**config.mk**
```make
export PLATFORM = sky130hd
export DESIGN_NAME = pipeline
export DESIGN_NICKNAME = d
export VERILOG_FILES = /design/src/common/isa_pkg.sv /design/src/common/pipe_pkg.sv /design/src/decode/decode_stage.sv /design/src/decode/decoder.sv /design/src/decode/regfile.sv /design/src/execute/alu.sv /design/src/execute/execute_stage.sv /design/src/hdl/pipeline.sv
export SDC_FILE = /design/constraint.sdc
export NUM_CORES = 2
export LEC_CHECK = 0
export BUFFER_PORTS_ARGS = -buffer_cell sky130_fd_sc_hd__buf_4
export CORE_UTILIZATION = 54
export DETAILED_ROUTE_END_ITERATION = 16
export GPL_TIMING_DRIVEN = 0
export HOLD_SLACK_MARGIN = 0.06
export PLACE_DENSITY = 0.73
export REMOVE_ABC_BUFFERS = 1
export SYNTH_ARGS = -nofsm -noshare
export SYNTH_HDL_FRONTEND = slang
export SYNTH_SLANG_ARGS = --single-unit
```
**constraint.sdc**
```tcl
create_clock -name clk -period 6.7 [get_ports clk]
set_input_delay 0.335 -clock clk [delete_from_list [all_inputs] [get_ports clk]]
set_output_delay 0.335 -clock clk [all_outputs]
set_load 0.1 [all_outputs]
```
**src/common/isa_pkg.sv**
```systemverilog
package isa_pkg;

    // Basic data types
    typedef logic [4:0]  reg_addr_t;
    typedef logic [31:0] word_t;

    ////////////////////////////////////////////////////
    // Instruction fields
    ////////////////////////////////////////////////////

    localparam int OPCODE_LSB  = 26;
    localparam int RS_LSB      = 21;
    localparam int RT_LSB      = 16;
    localparam int RD_LSB      = 11;
    localparam int SHAMT_LSB   = 6;
    localparam int FUNCT_LSB   = 0;
    localparam int IMM_WIDTH   = 16;
    localparam int SHAMT_WIDTH = 5;

    // Primary opcodes handled by the core
    typedef enum logic [5:0] {
        OP_SPECIAL = 6'h00,
        OP_ADDIU   = 6'h09,
        OP_SLTI    = 6'h0a,
        OP_SLTIU   = 6'h0b,
        OP_ANDI    = 6'h0c,
        OP_ORI     = 6'h0d,
        OP_XORI    = 6'h0e,
        OP_LUI     = 6'h0f
    } opcode_t;

    // Function field of the special opcode
    typedef enum logic [5:0] {
        FN_SLL  = 6'h00,
        FN_SRL  = 6'h02,
        FN_SRA  = 6'h03,
        FN_SLLV = 6'h04,
        FN_SRLV = 6'h06,
        FN_SRAV = 6'h07,
        FN_ADDU = 6'h21,
        FN_SUBU = 6'h23,
        FN_AND  = 6'h24,
        FN_OR   = 6'h25,
        FN_XOR  = 6'h26,
        FN_NOR  = 6'h27,
        FN_SLT  = 6'h2a,
        FN_SLTU = 6'h2b
    } funct_t;

endpackage

```
**src/common/pipe_pkg.sv**
```systemverilog
package pipe_pkg;

    typedef enum logic [3:0] {
        ALU_ADD, ALU_SUB, ALU_AND, ALU_OR, ALU_XOR,
        ALU_NOR, ALU_SLT, ALU_SLTU, ALU_LUI
    } alu_op_t;

    typedef enum logic [1:0] {
        SHIFT_SLL, SHIFT_SRL, SHIFT_SRA
    } shift_op_t;

    // Which unit produces the execute result
    typedef enum logic {RES_ALU, RES_SHIFT} res_sel_t;

    typedef enum logic {EXT_SIGN, EXT_ZERO} imm_ext_t;

    // Control word carried from decode into execute
    typedef struct packed {
        alu_op_t   alu_op;
        shift_op_t shift_op;
        logic      b_is_imm;
        logic      shamt_from_reg;
        res_sel_t  res_sel;
    } ex_ctrl_t;

endpackage

```
**src/decode/decode_stage.sv**
```systemverilog
module decode_stage
    import isa_pkg::*;
    import pipe_pkg::*;
(
    input  logic                   clk,
    input  logic                   reset,
    input  logic                   instr_valid,
    input  word_t                  instr,
    output reg_addr_t              rs_addr,
    output reg_addr_t              rt_addr,
    input  word_t                  rs_data,
    input  word_t                  rt_data,
    output logic                   ex_valid,
    output logic                   ex_reg_w,
    output ex_ctrl_t               ex_ctrl,
    output reg_addr_t              ex_rs_addr,
    output reg_addr_t              ex_rt_addr,
    output reg_addr_t              ex_rd_addr,
    output word_t                  ex_op_a,
    output word_t                  ex_op_b,
    output word_t                  ex_imm,
    output logic [SHAMT_WIDTH-1:0] ex_shamt
);

    logic      ir_valid;
    word_t     ir_instr;
    ex_ctrl_t  dec_ctrl;
    imm_ext_t  dec_imm_ext;
    logic      dec_reg_w;
    reg_addr_t dec_rd_addr;
    word_t     imm_full;

    //////////////////////////////////////////////////
    // Instruction register
    //////////////////////////////////////////////////

    always_ff @(posedge clk) begin
        if (reset) begin
            ir_valid <= 1'b0;
        end else begin
            ir_valid <= instr_valid;
        end
        if (instr_valid) begin
            ir_instr <= instr;
        end
    end

    decoder decoder (
        .instr   ( ir_instr    ),
        .ctrl    ( dec_ctrl    ),
        .imm_ext ( dec_imm_ext ),
        .reg_w   ( dec_reg_w   ),
        .rd_addr ( dec_rd_addr )
    );

    assign rs_addr = ir_instr[RS_LSB +: 5];
    assign rt_addr = ir_instr[RT_LSB +: 5];

    // Immediate extension
    assign imm_full = (dec_imm_ext == EXT_SIGN)
        ? {{(32 - IMM_WIDTH){ir_instr[IMM_WIDTH-1]}}, ir_instr[IMM_WIDTH-1:0]}
        : {{(32 - IMM_WIDTH){1'b0}}, ir_instr[IMM_WIDTH-1:0]};

    //////////////////////////////////////////////////
    // Decode to execute register
    //////////////////////////////////////////////////

    always_ff @(posedge clk) begin
        if (reset) begin
            ex_valid <= 1'b0;
            ex_reg_w <= 1'b0;
        end else begin
            ex_valid <= ir_valid;
            ex_reg_w <= ir_valid && dec_reg_w;
        end
        ex_ctrl    <= dec_ctrl;
        ex_rs_addr <= rs_addr;
        ex_rt_addr <= rt_addr;
        ex_rd_addr <= dec_rd_addr;
        ex_op_a    <= rs_data;
        ex_op_b    <= rt_data;
        ex_imm     <= imm_full;
        ex_shamt   <= ir_instr[SHAMT_LSB +: SHAMT_WIDTH];
    end

    a_valid_known: assert property (
        @(posedge clk) disable iff (reset) !$isunknown(instr_valid)
    );

endmodule

```
**src/decode/decoder.sv**
```systemverilog
module decoder
    import isa_pkg::*;
    import pipe_pkg::*;
(
    input  word_t     instr,
    output ex_ctrl_t  ctrl,
    output imm_ext_t  imm_ext,
    output logic      reg_w,
    output reg_addr_t rd_addr
);

    opcode_t opcode;
    funct_t  funct;
    logic    supported;

    assign opcode = opcode_t'(instr[OPCODE_LSB +: 6]);
    assign funct  = funct_t'(instr[FUNCT_LSB +: 6]);

    always_comb begin
        ctrl.alu_op         = ALU_ADD;
        ctrl.shift_op       = SHIFT_SLL;
        ctrl.b_is_imm       = 1'b0;
        ctrl.shamt_from_reg = 1'b0;
        ctrl.res_sel        = RES_ALU;
        imm_ext             = EXT_SIGN;
        supported           = 1'b1;
        // Immediate forms write rt, register forms write rd
        rd_addr             = instr[RT_LSB +: 5];

        case (opcode)
            OP_SPECIAL: begin
                rd_addr = instr[RD_LSB +: 5];
                case (funct)
                    FN_ADDU: ctrl.alu_op = ALU_ADD;
                    FN_SUBU: ctrl.alu_op = ALU_SUB;
                    FN_AND:  ctrl.alu_op = ALU_AND;
                    FN_OR:   ctrl.alu_op = ALU_OR;
                    FN_XOR:  ctrl.alu_op = ALU_XOR;
                    FN_NOR:  ctrl.alu_op = ALU_NOR;
                    FN_SLT:  ctrl.alu_op = ALU_SLT;
                    FN_SLTU: ctrl.alu_op = ALU_SLTU;
                    FN_SLL, FN_SLLV: begin
                        ctrl.res_sel        = RES_SHIFT;
                        ctrl.shift_op       = SHIFT_SLL;
                        ctrl.shamt_from_reg = (funct == FN_SLLV);
                    end
                    FN_SRL, FN_SRLV: begin
                        ctrl.res_sel        = RES_SHIFT;
                        ctrl.shift_op       = SHIFT_SRL;
                        ctrl.shamt_from_reg = (funct == FN_SRLV);
                    end
                    FN_SRA, FN_SRAV: begin
                        ctrl.res_sel        = RES_SHIFT;
                        ctrl.shift_op       = SHIFT_SRA;
                        ctrl.shamt_from_reg = (funct == FN_SRAV);
                    end
                    default: supported = 1'b0;
                endcase
            end
            OP_ADDIU: begin
                ctrl.b_is_imm = 1'b1;
                ctrl.alu_op   = ALU_ADD;
            end
            OP_SLTI: begin
                ctrl.b_is_imm = 1'b1;
                ctrl.alu_op   = ALU_SLT;
            end
            // sltiu still sign extends, then compares unsigned
            OP_SLTIU: begin
                ctrl.b_is_imm = 1'b1;
                ctrl.alu_op   = ALU_SLTU;
            end
            OP_ANDI: begin
                ctrl.b_is_imm = 1'b1;
                ctrl.alu_op   = ALU_AND;
                imm_ext       = EXT_ZERO;
            end
            OP_ORI: begin
                ctrl.b_is_imm = 1'b1;
                ctrl.alu_op   = ALU_OR;
                imm_ext       = EXT_ZERO;
            end
            OP_XORI: begin
                ctrl.b_is_imm = 1'b1;
                ctrl.alu_op   = ALU_XOR;
                imm_ext       = EXT_ZERO;
            end
            OP_LUI: begin
                ctrl.b_is_imm = 1'b1;
                ctrl.alu_op   = ALU_LUI;
                imm_ext       = EXT_ZERO;
            end
            default: supported = 1'b0;
        endcase

        // $0 is hardwired, so a write there is dropped here
        reg_w = supported && (rd_addr != '0);
    end

endmodule

```
**src/decode/regfile.sv**
```systemverilog
module regfile
    import isa_pkg::*;
(
    input  logic      clk,
    input  logic      reset,
    input  reg_addr_t rs_addr,
    input  reg_addr_t rt_addr,
    input  reg_addr_t wr_addr,
    input  logic      wr_en,
    input  word_t     wr_data,
    output word_t     rs_data,
    output word_t     rt_data
);

    word_t regs [32];

    always_ff @(posedge clk) begin
        if (reset) begin
            for (int i = 0; i < 32; i++) begin
                regs[i] <= '0;
            end
        end else if (wr_en) begin
            regs[wr_addr] <= wr_data;
        end
    end

    // A read in the writeback cycle sees the new write data
    assign rs_data = (wr_en && wr_addr == rs_addr) ? wr_data : regs[rs_addr];
    assign rt_data = (wr_en && wr_addr == rt_addr) ? wr_data : regs[rt_addr];

    // Decoder must have filtered out every write to $0
    a_no_write_r0: assert property (
        @(posedge clk) disable iff (reset) wr_en |-> (wr_addr != '0)
    );

endmodule

```
**src/execute/alu.sv**
```systemverilog
module alu
    import isa_pkg::*;
    import pipe_pkg::*;
(
    input  word_t   a,
    input  word_t   b,
    input  alu_op_t op,
    output word_t   result
);

    always_comb begin
        case (op)
            ALU_ADD:  result = a + b;
            ALU_SUB:  result = a - b;
            ALU_AND:  result = a & b;
            ALU_OR:   result = a | b;
            ALU_XOR:  result = a ^ b;
            ALU_NOR:  result = ~(a | b);
            // Compares give 0 or 1
            ALU_SLT:  result = {31'd0, $signed(a) < $signed(b)};
            ALU_SLTU: result = {31'd0, a < b};
            // Immediate moves to the upper half
            ALU_LUI:  result = {b[15:0], 16'd0};
            default:  result = '0;
        endcase
    end

endmodule

```
**src/execute/execute_stage.sv**
```systemverilog
module execute_stage
    import isa_pkg::*;
    import pipe_pkg::*;
(
    input  logic                   clk,
    input  logic                   reset,
    input  logic                   ex_valid,
    input  logic                   ex_reg_w,
    input  ex_ctrl_t               ex_ctrl,
    input  reg_addr_t              ex_rs_addr,
    input  reg_addr_t              ex_rt_addr,
    input  reg_addr_t              ex_rd_addr,
    input  word_t                  ex_op_a,
    input  word_t                  ex_op_b,
    input  word_t                  ex_imm,
    input  logic [SHAMT_WIDTH-1:0] ex_shamt,
    output logic                   wb_reg_w,
    output reg_addr_t              wb_rd_addr,
    output word_t                  wb_data
);

    word_t                  fwd_a;
    word_t                  fwd_b;
    word_t                  alu_b;
    word_t                  alu_out;
    word_t                  shift_out;
    word_t                  exec_result;
    logic [SHAMT_WIDTH-1:0] shamt_sel;

    //////////////////////////////////////////////////
    // Forwarding from the writeback register
    //////////////////////////////////////////////////

    assign fwd_a = (wb_reg_w && wb_rd_addr == ex_rs_addr) ? wb_data : ex_op_a;
    assign fwd_b = (wb_reg_w && wb_rd_addr == ex_rt_addr) ? wb_data : ex_op_b;

    // Operand B and shift amount selection
    assign alu_b     = ex_ctrl.b_is_imm ? ex_imm : fwd_b;
    assign shamt_sel = ex_ctrl.shamt_from_reg ? fwd_a[SHAMT_WIDTH-1:0] : ex_shamt;

    alu alu (
        .a      ( fwd_a          ),
        .b      ( alu_b          ),
        .op     ( ex_ctrl.alu_op ),
        .result ( alu_out        )
    );

    // Shifter always works on rt
    always_comb begin
        case (ex_ctrl.shift_op)
            SHIFT_SLL: shift_out = fwd_b << shamt_sel;
            SHIFT_SRL: shift_out = fwd_b >> shamt_sel;
            SHIFT_SRA: shift_out = word_t'($signed(fwd_b) >>> shamt_sel);
            default:   shift_out = fwd_b;
        endcase
    end

    assign exec_result = (ex_ctrl.res_sel == RES_SHIFT) ? shift_out : alu_out;

    //////////////////////////////////////////////////
    // Execute to writeback register
    //////////////////////////////////////////////////

    always_ff @(posedge clk) begin
        if (reset) begin
            wb_reg_w <= 1'b0;
        end else begin
            wb_reg_w <= ex_valid && ex_reg_w;
        end
        wb_rd_addr <= ex_rd_addr;
        wb_data    <= exec_result;
    end

    // $0 writes are suppressed back in decode
    a_wb_not_r0: assert property (
        @(posedge clk) disable iff (reset) wb_reg_w |-> (wb_rd_addr != '0)
    );

endmodule

```
**src/hdl/pipeline.sv**
```systemverilog
module pipeline
    import isa_pkg::*;
    import pipe_pkg::*;
(
    input  logic      clk,
    input  logic      reset,
    input  logic      instr_valid,
    input  word_t     instr,
    output logic      wb_valid,
    output reg_addr_t wb_rd_addr,
    output word_t     wb_data
);

    reg_addr_t              rs_addr;
    reg_addr_t              rt_addr;
    word_t                  rs_data;
    word_t                  rt_data;
    logic                   ex_valid;
    logic                   ex_reg_w;
    ex_ctrl_t               ex_ctrl;
    reg_addr_t              ex_rs_addr;
    reg_addr_t              ex_rt_addr;
    reg_addr_t              ex_rd_addr;
    word_t                  ex_op_a;
    word_t                  ex_op_b;
    word_t                  ex_imm;
    logic [SHAMT_WIDTH-1:0] ex_shamt;

    decode_stage decode_stage (
        .clk         ( clk         ),
        .reset       ( reset       ),
        .instr_valid ( instr_valid ),
        .instr       ( instr       ),
        .rs_addr     ( rs_addr     ),
        .rt_addr     ( rt_addr     ),
        .rs_data     ( rs_data     ),
        .rt_data     ( rt_data     ),
        .ex_valid    ( ex_valid    ),
        .ex_reg_w    ( ex_reg_w    ),
        .ex_ctrl     ( ex_ctrl     ),
        .ex_rs_addr  ( ex_rs_addr  ),
        .ex_rt_addr  ( ex_rt_addr  ),
        .ex_rd_addr  ( ex_rd_addr  ),
        .ex_op_a     ( ex_op_a     ),
        .ex_op_b     ( ex_op_b     ),
        .ex_imm      ( ex_imm      ),
        .ex_shamt    ( ex_shamt    )
    );

    // Writeback register drives the file write port directly
    regfile gpr (
        .clk     ( clk        ),
        .reset   ( reset      ),
        .rs_addr ( rs_addr    ),
        .rt_addr ( rt_addr    ),
        .wr_addr ( wb_rd_addr ),
        .wr_en   ( wb_valid   ),
        .wr_data ( wb_data    ),
        .rs_data ( rs_data    ),
        .rt_data ( rt_data    )
    );

    execute_stage execute_stage (
        .clk        ( clk        ),
        .reset      ( reset      ),
        .ex_valid   ( ex_valid   ),
        .ex_reg_w   ( ex_reg_w   ),
        .ex_ctrl    ( ex_ctrl    ),
        .ex_rs_addr ( ex_rs_addr ),
        .ex_rt_addr ( ex_rt_addr ),
        .ex_rd_addr ( ex_rd_addr ),
        .ex_op_a    ( ex_op_a    ),
        .ex_op_b    ( ex_op_b    ),
        .ex_imm     ( ex_imm     ),
        .ex_shamt   ( ex_shamt   ),
        .wb_reg_w   ( wb_valid   ),
        .wb_rd_addr ( wb_rd_addr ),
        .wb_data    ( wb_data    )
    );

endmodule

```
### After elaboration in Yosys (flattened, before gate mapping)

Memories as Yosys holds them, arrays and structs flattened. A register that Yosys moved wholly into a read port is not among the register bits.
Cells that the tools add are included.

* $add $sub $neg: 2
* $lt $le $gt $ge: 2
* eq/ne operators: 34
* shift-type cells: 3
* multiplexer cells: 28
* bitwise gates (word level): 4
* reductions and logical operators: 19

Operators with widths (number)
* $pmux W32 S9: 1
* $mux W32: 7
* $pmux W32 S3: 1
* $lt A32 B32 Y1: 2
* $eq A6 B6 Y1 const B: 8
* $eq A6 B4 Y1 const B: 7
* $add A32 B32 Y32: 1
* $and A32 B32 Y32: 1
* $not A32 Y32: 1
* $or A32 B32 Y32: 1
* $reduce_or A32 Y1: 1
* $shl A32 B5 Y32: 1
* $shr A32 B5 Y32: 1
* $sshr A32 B5 Y32: 1
* $sub A32 B32 Y32: 1
* $xor A32 B32 Y32: 1
* $pmux W4 S7: 1
* $mux W5: 5
* $pmux W3 S7: 1
* $eq A5 B5 Y1: 4
* $eq A6 B3 Y1 const B: 3
* $eq A4 B3 Y1 const B: 4
* $reduce_or A14 Y1: 1
* $eq A6 B2 Y1 const B: 2
* 17 further kinds: 35

* register bits: 183
* RAM bits: 1024
* bits of input ports: 35
* output and inout port bits: 38
* memories: 1

Memories
* gpr.regs: depth 32, bits a word 32, read ports 2, clocked after Yosys merged registers in 2, wr ports 32, line regfile.sv:15 `word_t regs [32];`

### Logic depth before layout (Yosys ltp)

* depth after elaboration: 8
* gate-level depth with buffers: 23

### Modules after synthesis

From an unflattened synthesis, not the netlist that was laid out.

* cells, all modules: 6127
* area, all modules: 72196.7 um^2

Modules (own cells, without submodules)
* regfile: instances 1, cells an instance 4088, area an instance 56221.4 um^2, sequential area each 30749.5 um^2
* execute_stage: instances 1, cells an instance 1019, area an instance 7021.7 um^2, sequential area each 760.7 um^2
* alu: instances 1, cells an instance 795, area an instance 5230.0 um^2, sequential area each 0.0 um^2
* decode_stage: instances 1, cells an instance 174, area an instance 3375.7 um^2, sequential area each 3123.0 um^2
* decoder: instances 1, cells an instance 51, area an instance 347.8 um^2, sequential area each 0.0 um^2

### Worst setup path after synthesis

Ideal clock, no wire load.

* kind: register to register
* from: register execute_stage.wb_rd_addr[0]
* to: register execute_stage.wb_data[18]
* setup time: 0.122 ns
* arrival: 5.575 ns
* required time: 6.578 ns
* setup slack: 1.003 ns
* cell stages (with the launch flop): 23
* path buffers: 4
* cells stage by stage: dfxtp_1 > buf_6 > xnor2_1 > and2_1 > buf_2 > clkbuf_1 > clkbuf_1 > nand3_1 > nand3_1 > o21ai_0 > inv_1 > ha_1 > inv_1 > fa_1 > nor2b_1 > o21ai_0 > a2111oi_0 > o21ai_0 > o311ai_0 > nand2_1 > a221oi_1 > o221ai_1 > a221o_1

* word-level cells in the longest chain between the ends: 8
* elaborated cells between the ends (all ways): 20
* classes of those cells: 2 x add/sub; 2 x eq/ne; 3 x shift; 7 x mux; 4 x bitwise; 2 x reduce/logical

RTL lines
* from (decl): line execute_stage.sv:18 `output reg_addr_t wb_rd_addr,`
* from (signal assigned): line execute_stage.sv:70 `wb_rd_addr <= ex_rd_addr;`
* branches (longest 7 deep; another with $sub A32 B32 Y32)
* $mux W32 (*): line execute_stage.sv:58 `assign exec_result = (ex_ctrl.res_sel == RES_SHIFT) ? shift_out : alu_out;`
* named net execute_stage.exec_result[18]: line execute_stage.sv:27 `word_t exec_result;`
* to (signal assigned): line execute_stage.sv:71 `wb_data <= exec_result;`
* to (decl): line execute_stage.sv:19 `output word_t wb_data`

Mark *: on every way through the listed nets, which the timed path passes.
A chain may end at the register's enable or synchronous reset.

### Worst setup path in the final report

* from: register execute_stage.wb_rd_addr[1]
* to: register execute_stage.wb_data[30]

Same word-level chain as after synthesis.

==> reports/metrics.csv <==
metric,value,unit
DRT Wirelength,249000,um
Leakage,28.5,nW
Worst Hold Endpoint,decode_stage.ir_instr[7]$_DFFE_PP_,
Final Util,60.6,%
vias in the first global route,49911,
CTS tree,yes,
post-DR vias/cell,7.20,
DRT iter0 DRCs,8422,
DRC viols,0,
worst-path fanout max,24,
startpoint types,register,
Die H,365,um
HPWL Detailed,159000,um
DRT Pass-1 Iters,12,
initial antenna violation count,21,
post-placement worst setup slack,-899,ps
clock buffer depth,3,
first-pass GRT wire length,354000,um
warning count from the yosys run,0,
Initial Utilization,54.7,%
Final Skew,37.4,ps
synthesized area,71300,um^2
R2R Path Start,execute_stage.wb_rd_addr[1]$_DFF_P_,
Mean Syn Cell Area,13.1,um^2
CTS Buf Count,131,
number of distinct library cells after synthesis,97,
Max VDD drop,0.255,mV
CTS sink cnt,1212,
post-route setup slack,28.9,ps
Hold Fails Final Rpt,0,
Post-synth EDFFs,1056,
highest clock rate,0.150,GHz
Synth Instances,5445,
via count,51004,
Max-Slew Margin vs Limit,-1.76,%
Most used DFF post-synth,edfxtp_1,
Core ar.,130000,um^2
Final ANT Viol Nets,0,
Crit Reg-Reg Endpoint,execute_stage.wb_data[30]$_DFF_P_,
Synth Register Bits,1212,
synthesis-to-finish area growth,10.7,%
Critical Path RT,7240,ps
Slowest cell on crit path,dfxtp_1,
I/O pin cnt,73,
register area share after synthesis,48.8,%
Overall Power,24.1,mW
fillers,9670,
die area,134000,um^2
max-slew violations,33,
min cycle time layout,6670,ps
type of the most critical hold path,input port to register,
average wire per standard cell,35.1,um
Clock Latency Late Sink,790,ps
most frequent cells in the layout,"1056 x edfxtp_1, 1034 x and2_1, 644 x mux4_2",
pwr dens,305,nW/um^2
CP Capture Type,register,
Post-synth ARST share,0,%
HP Start,instr_valid,
IO buf count,72,
cell mode on critical path,o31ai_1,
Final TNS setup,0,ps
worst-margin pin slew,1520,ps
footprint of the multi-input gates,34300,um^2
outcome,finished with violations,
critical path class,register to register,
Hold Slack,129,ps
H-tree Lvls,4,
hold depth,1,
Root Driver,clkbuf_16,
share of cells above drive strength 1,23.1,%
final setup violation count,0,
r2r setup slk,30,ps
largest net degree at the start of global routing,65,
Worst Path Arrival,7220,ps
critical path's largest stage delay,650,ps
violated checks,"capacitance limit, slew limit",
post-layout net count,5370,
depth of the most critical reg-to-reg path,17,
Cell Rows,132,
grt ovf,0,
Final Cycle Share,99.6,%
register area,34900,um^2
total track usage,37.5,%
Max Cap Viol,2,
CTS clock-pin slew for the worst setup and hold paths,60,ps
GP Congestion,1.01,
"commonest non-fill, non-tap cell in the layout",edfxtp_1,
Die X,365,um
CP Cell Sequence,"xnor2_1, and4_4, nand2_4, mux2_2, mux2i_2, inv_1, ha_1, nor2_1, o2111ai_1, a21oi_1, nand4b_1, a41oi_1, o221a_2, o31ai_1, nor4_1, o31ai_1, o211ai_1",
layer usage:
metal	up-vias	global-route usage [%]	share of wire, %
li1	20456	-	-
met1	25537	49.2	35
met2	4092	56.0	44
met3	907	10.6	14
met4	12	21.6	7.0
met5	-	0	0.055
flip-flops by register name, summed over array words and instances (netlist names), 9 cells and up, named ones only:
name and count:
gpr.regs 1024, decode_stage.ex_op_a 32, decode_stage.ex_op_b 32, decode_stage.ir_instr 32
execute_stage.wb_data 32, decode_stage.ex_imm 13, decode_stage.ex_ctrl 9
repair_timing:
action | 4_1_cts | 5_1_grt
resized for setup | 9 | 12
setup buffers | 0 | 3
setup endpoints to repair | 16 | 15
hold buffers | 33 | 0
hold endpoints to repair | 46 | 0
pin swaps | 1 | 1
gates cloned | 1 | 0
how the worst max path moves through the flow:
stage / from / endpoint / slack [ps] / cells after the start
floorplan: register / decode_stage.ex_op_a[0]$_DFF_P_ / -5240 / 4
global placement: register / decode_stage.ex_op_b[7]$_DFF_P_ / -11600 / 4
detailed placement: execute_stage.wb_rd_addr[2]$_DFF_P_ / execute_stage.wb_data[24]$_DFF_P_ / -900 / 15
CTS: execute_stage.wb_rd_addr[4]$_DFF_P_ / execute_stage.wb_data[24]$_DFF_P_ / 60 / 18
global route: execute_stage.wb_rd_addr[1]$_DFF_P_ / execute_stage.wb_data[30]$_DFF_P_ / -0.5 / 17
finish: execute_stage.wb_rd_addr[1]$_DFF_P_ / execute_stage.wb_data[30]$_DFF_P_ / 30 / 17
through the flow:
| step | instances | area, um^2 |
|---|---|---|
| 2_1_floorplan | 4905 | 69200 |
| 3_3_place_gp | 6719 | 71900 |
| 6_report | 7085 | 78900 |
| 4_1_cts | 7079 | 78900 |
| 5_1_grt | 7082 | 78900 |
| 3_5_place_dp | 6809 | 74300 |
Yosys cell counts (all sizes together), types with 9 or more instances:
cell	count	share of area (%)
and3	17	0.15
a21oi	133	0.93
a221oi	36	0.44
inv	110	0.58
ha	96	1.7
nor2b	12	0.11
o21a	30	0.32
a211o	15	0.18
o221ai	14	0.17
or2	38	0.33
nand2	222	1.2
dfxtp	156	4.4
nor3	48	0.34
and2	1036	9.1
a31oi	26	0.23
o21bai	14	0.15
o22ai	17	0.15
mux2	70	1.1
or3	9	0.079
nand3	99	0.69
a221o	17	0.24
nand4	11	0.097
mux4	644	20
o2111ai	10	0.12
o211a	9	0.13
a21o	24	0.25
xnor2	18	0.24
edfxtp	1056	44
xor2	10	0.12
nor4	12	0.11
mux2i	176	2.5
o311ai	9	0.11
o31ai	22	0.23
buf	111	0.72
o211ai	70	0.74
o21ai	234	1.6
nor2	179	0.96
a211oi	40	0.43
a22oi	25	0.27
clkbuf	429	2.3
nand2b	14	0.12
cell type report:
class | instances | area share (%)
repair buffers | 198 | 3.65
multi-input cells | 3583 | 43.5
inverters | 111 | 0.528
clock inverters | 66 | 0.766
clock buffers | 170 | 4.56
flip-flops and latches | 1212 | 44.2
diodes | 3 | 0.00951
well taps | 1742 | 2.76
worst max-delay path, delay by kind of cell (launching register included):
kind,cells,cell delay [ps]
xor+xnor,1,290
compound gates,7,2520
simple gates,5,1380
buf+inv,1,100
mux,2,1070
flops,1,650
fa+ha+maj,1,390
power breakdown:
group / total, mW / leakage, nW / switching (mW) / internal [mW]
registers: 10.3 / 12.2 / 1.62 / 8.67
logic: 6.56 / 14.2 / 4.26 / 2.30
clock network: 7.24 / 2.06 / 3.12 / 4.12
total: 24.1 / 28.5 / 9.00 / 15.1
logic make-up after synthesis:
kind of cell | count (synthesis) | synth area share (%)
mux | 890 | 23.9
xor+xnor | 28 | 0.365
compound gates | 838 | 7.94
flops | 1212 | 48.8
buf+inv | 651 | 3.57
fa+ha+maj | 98 | 1.74
simple gates | 1728 | 13.6
No activity file was read; power rests on OpenSTA's default activity.
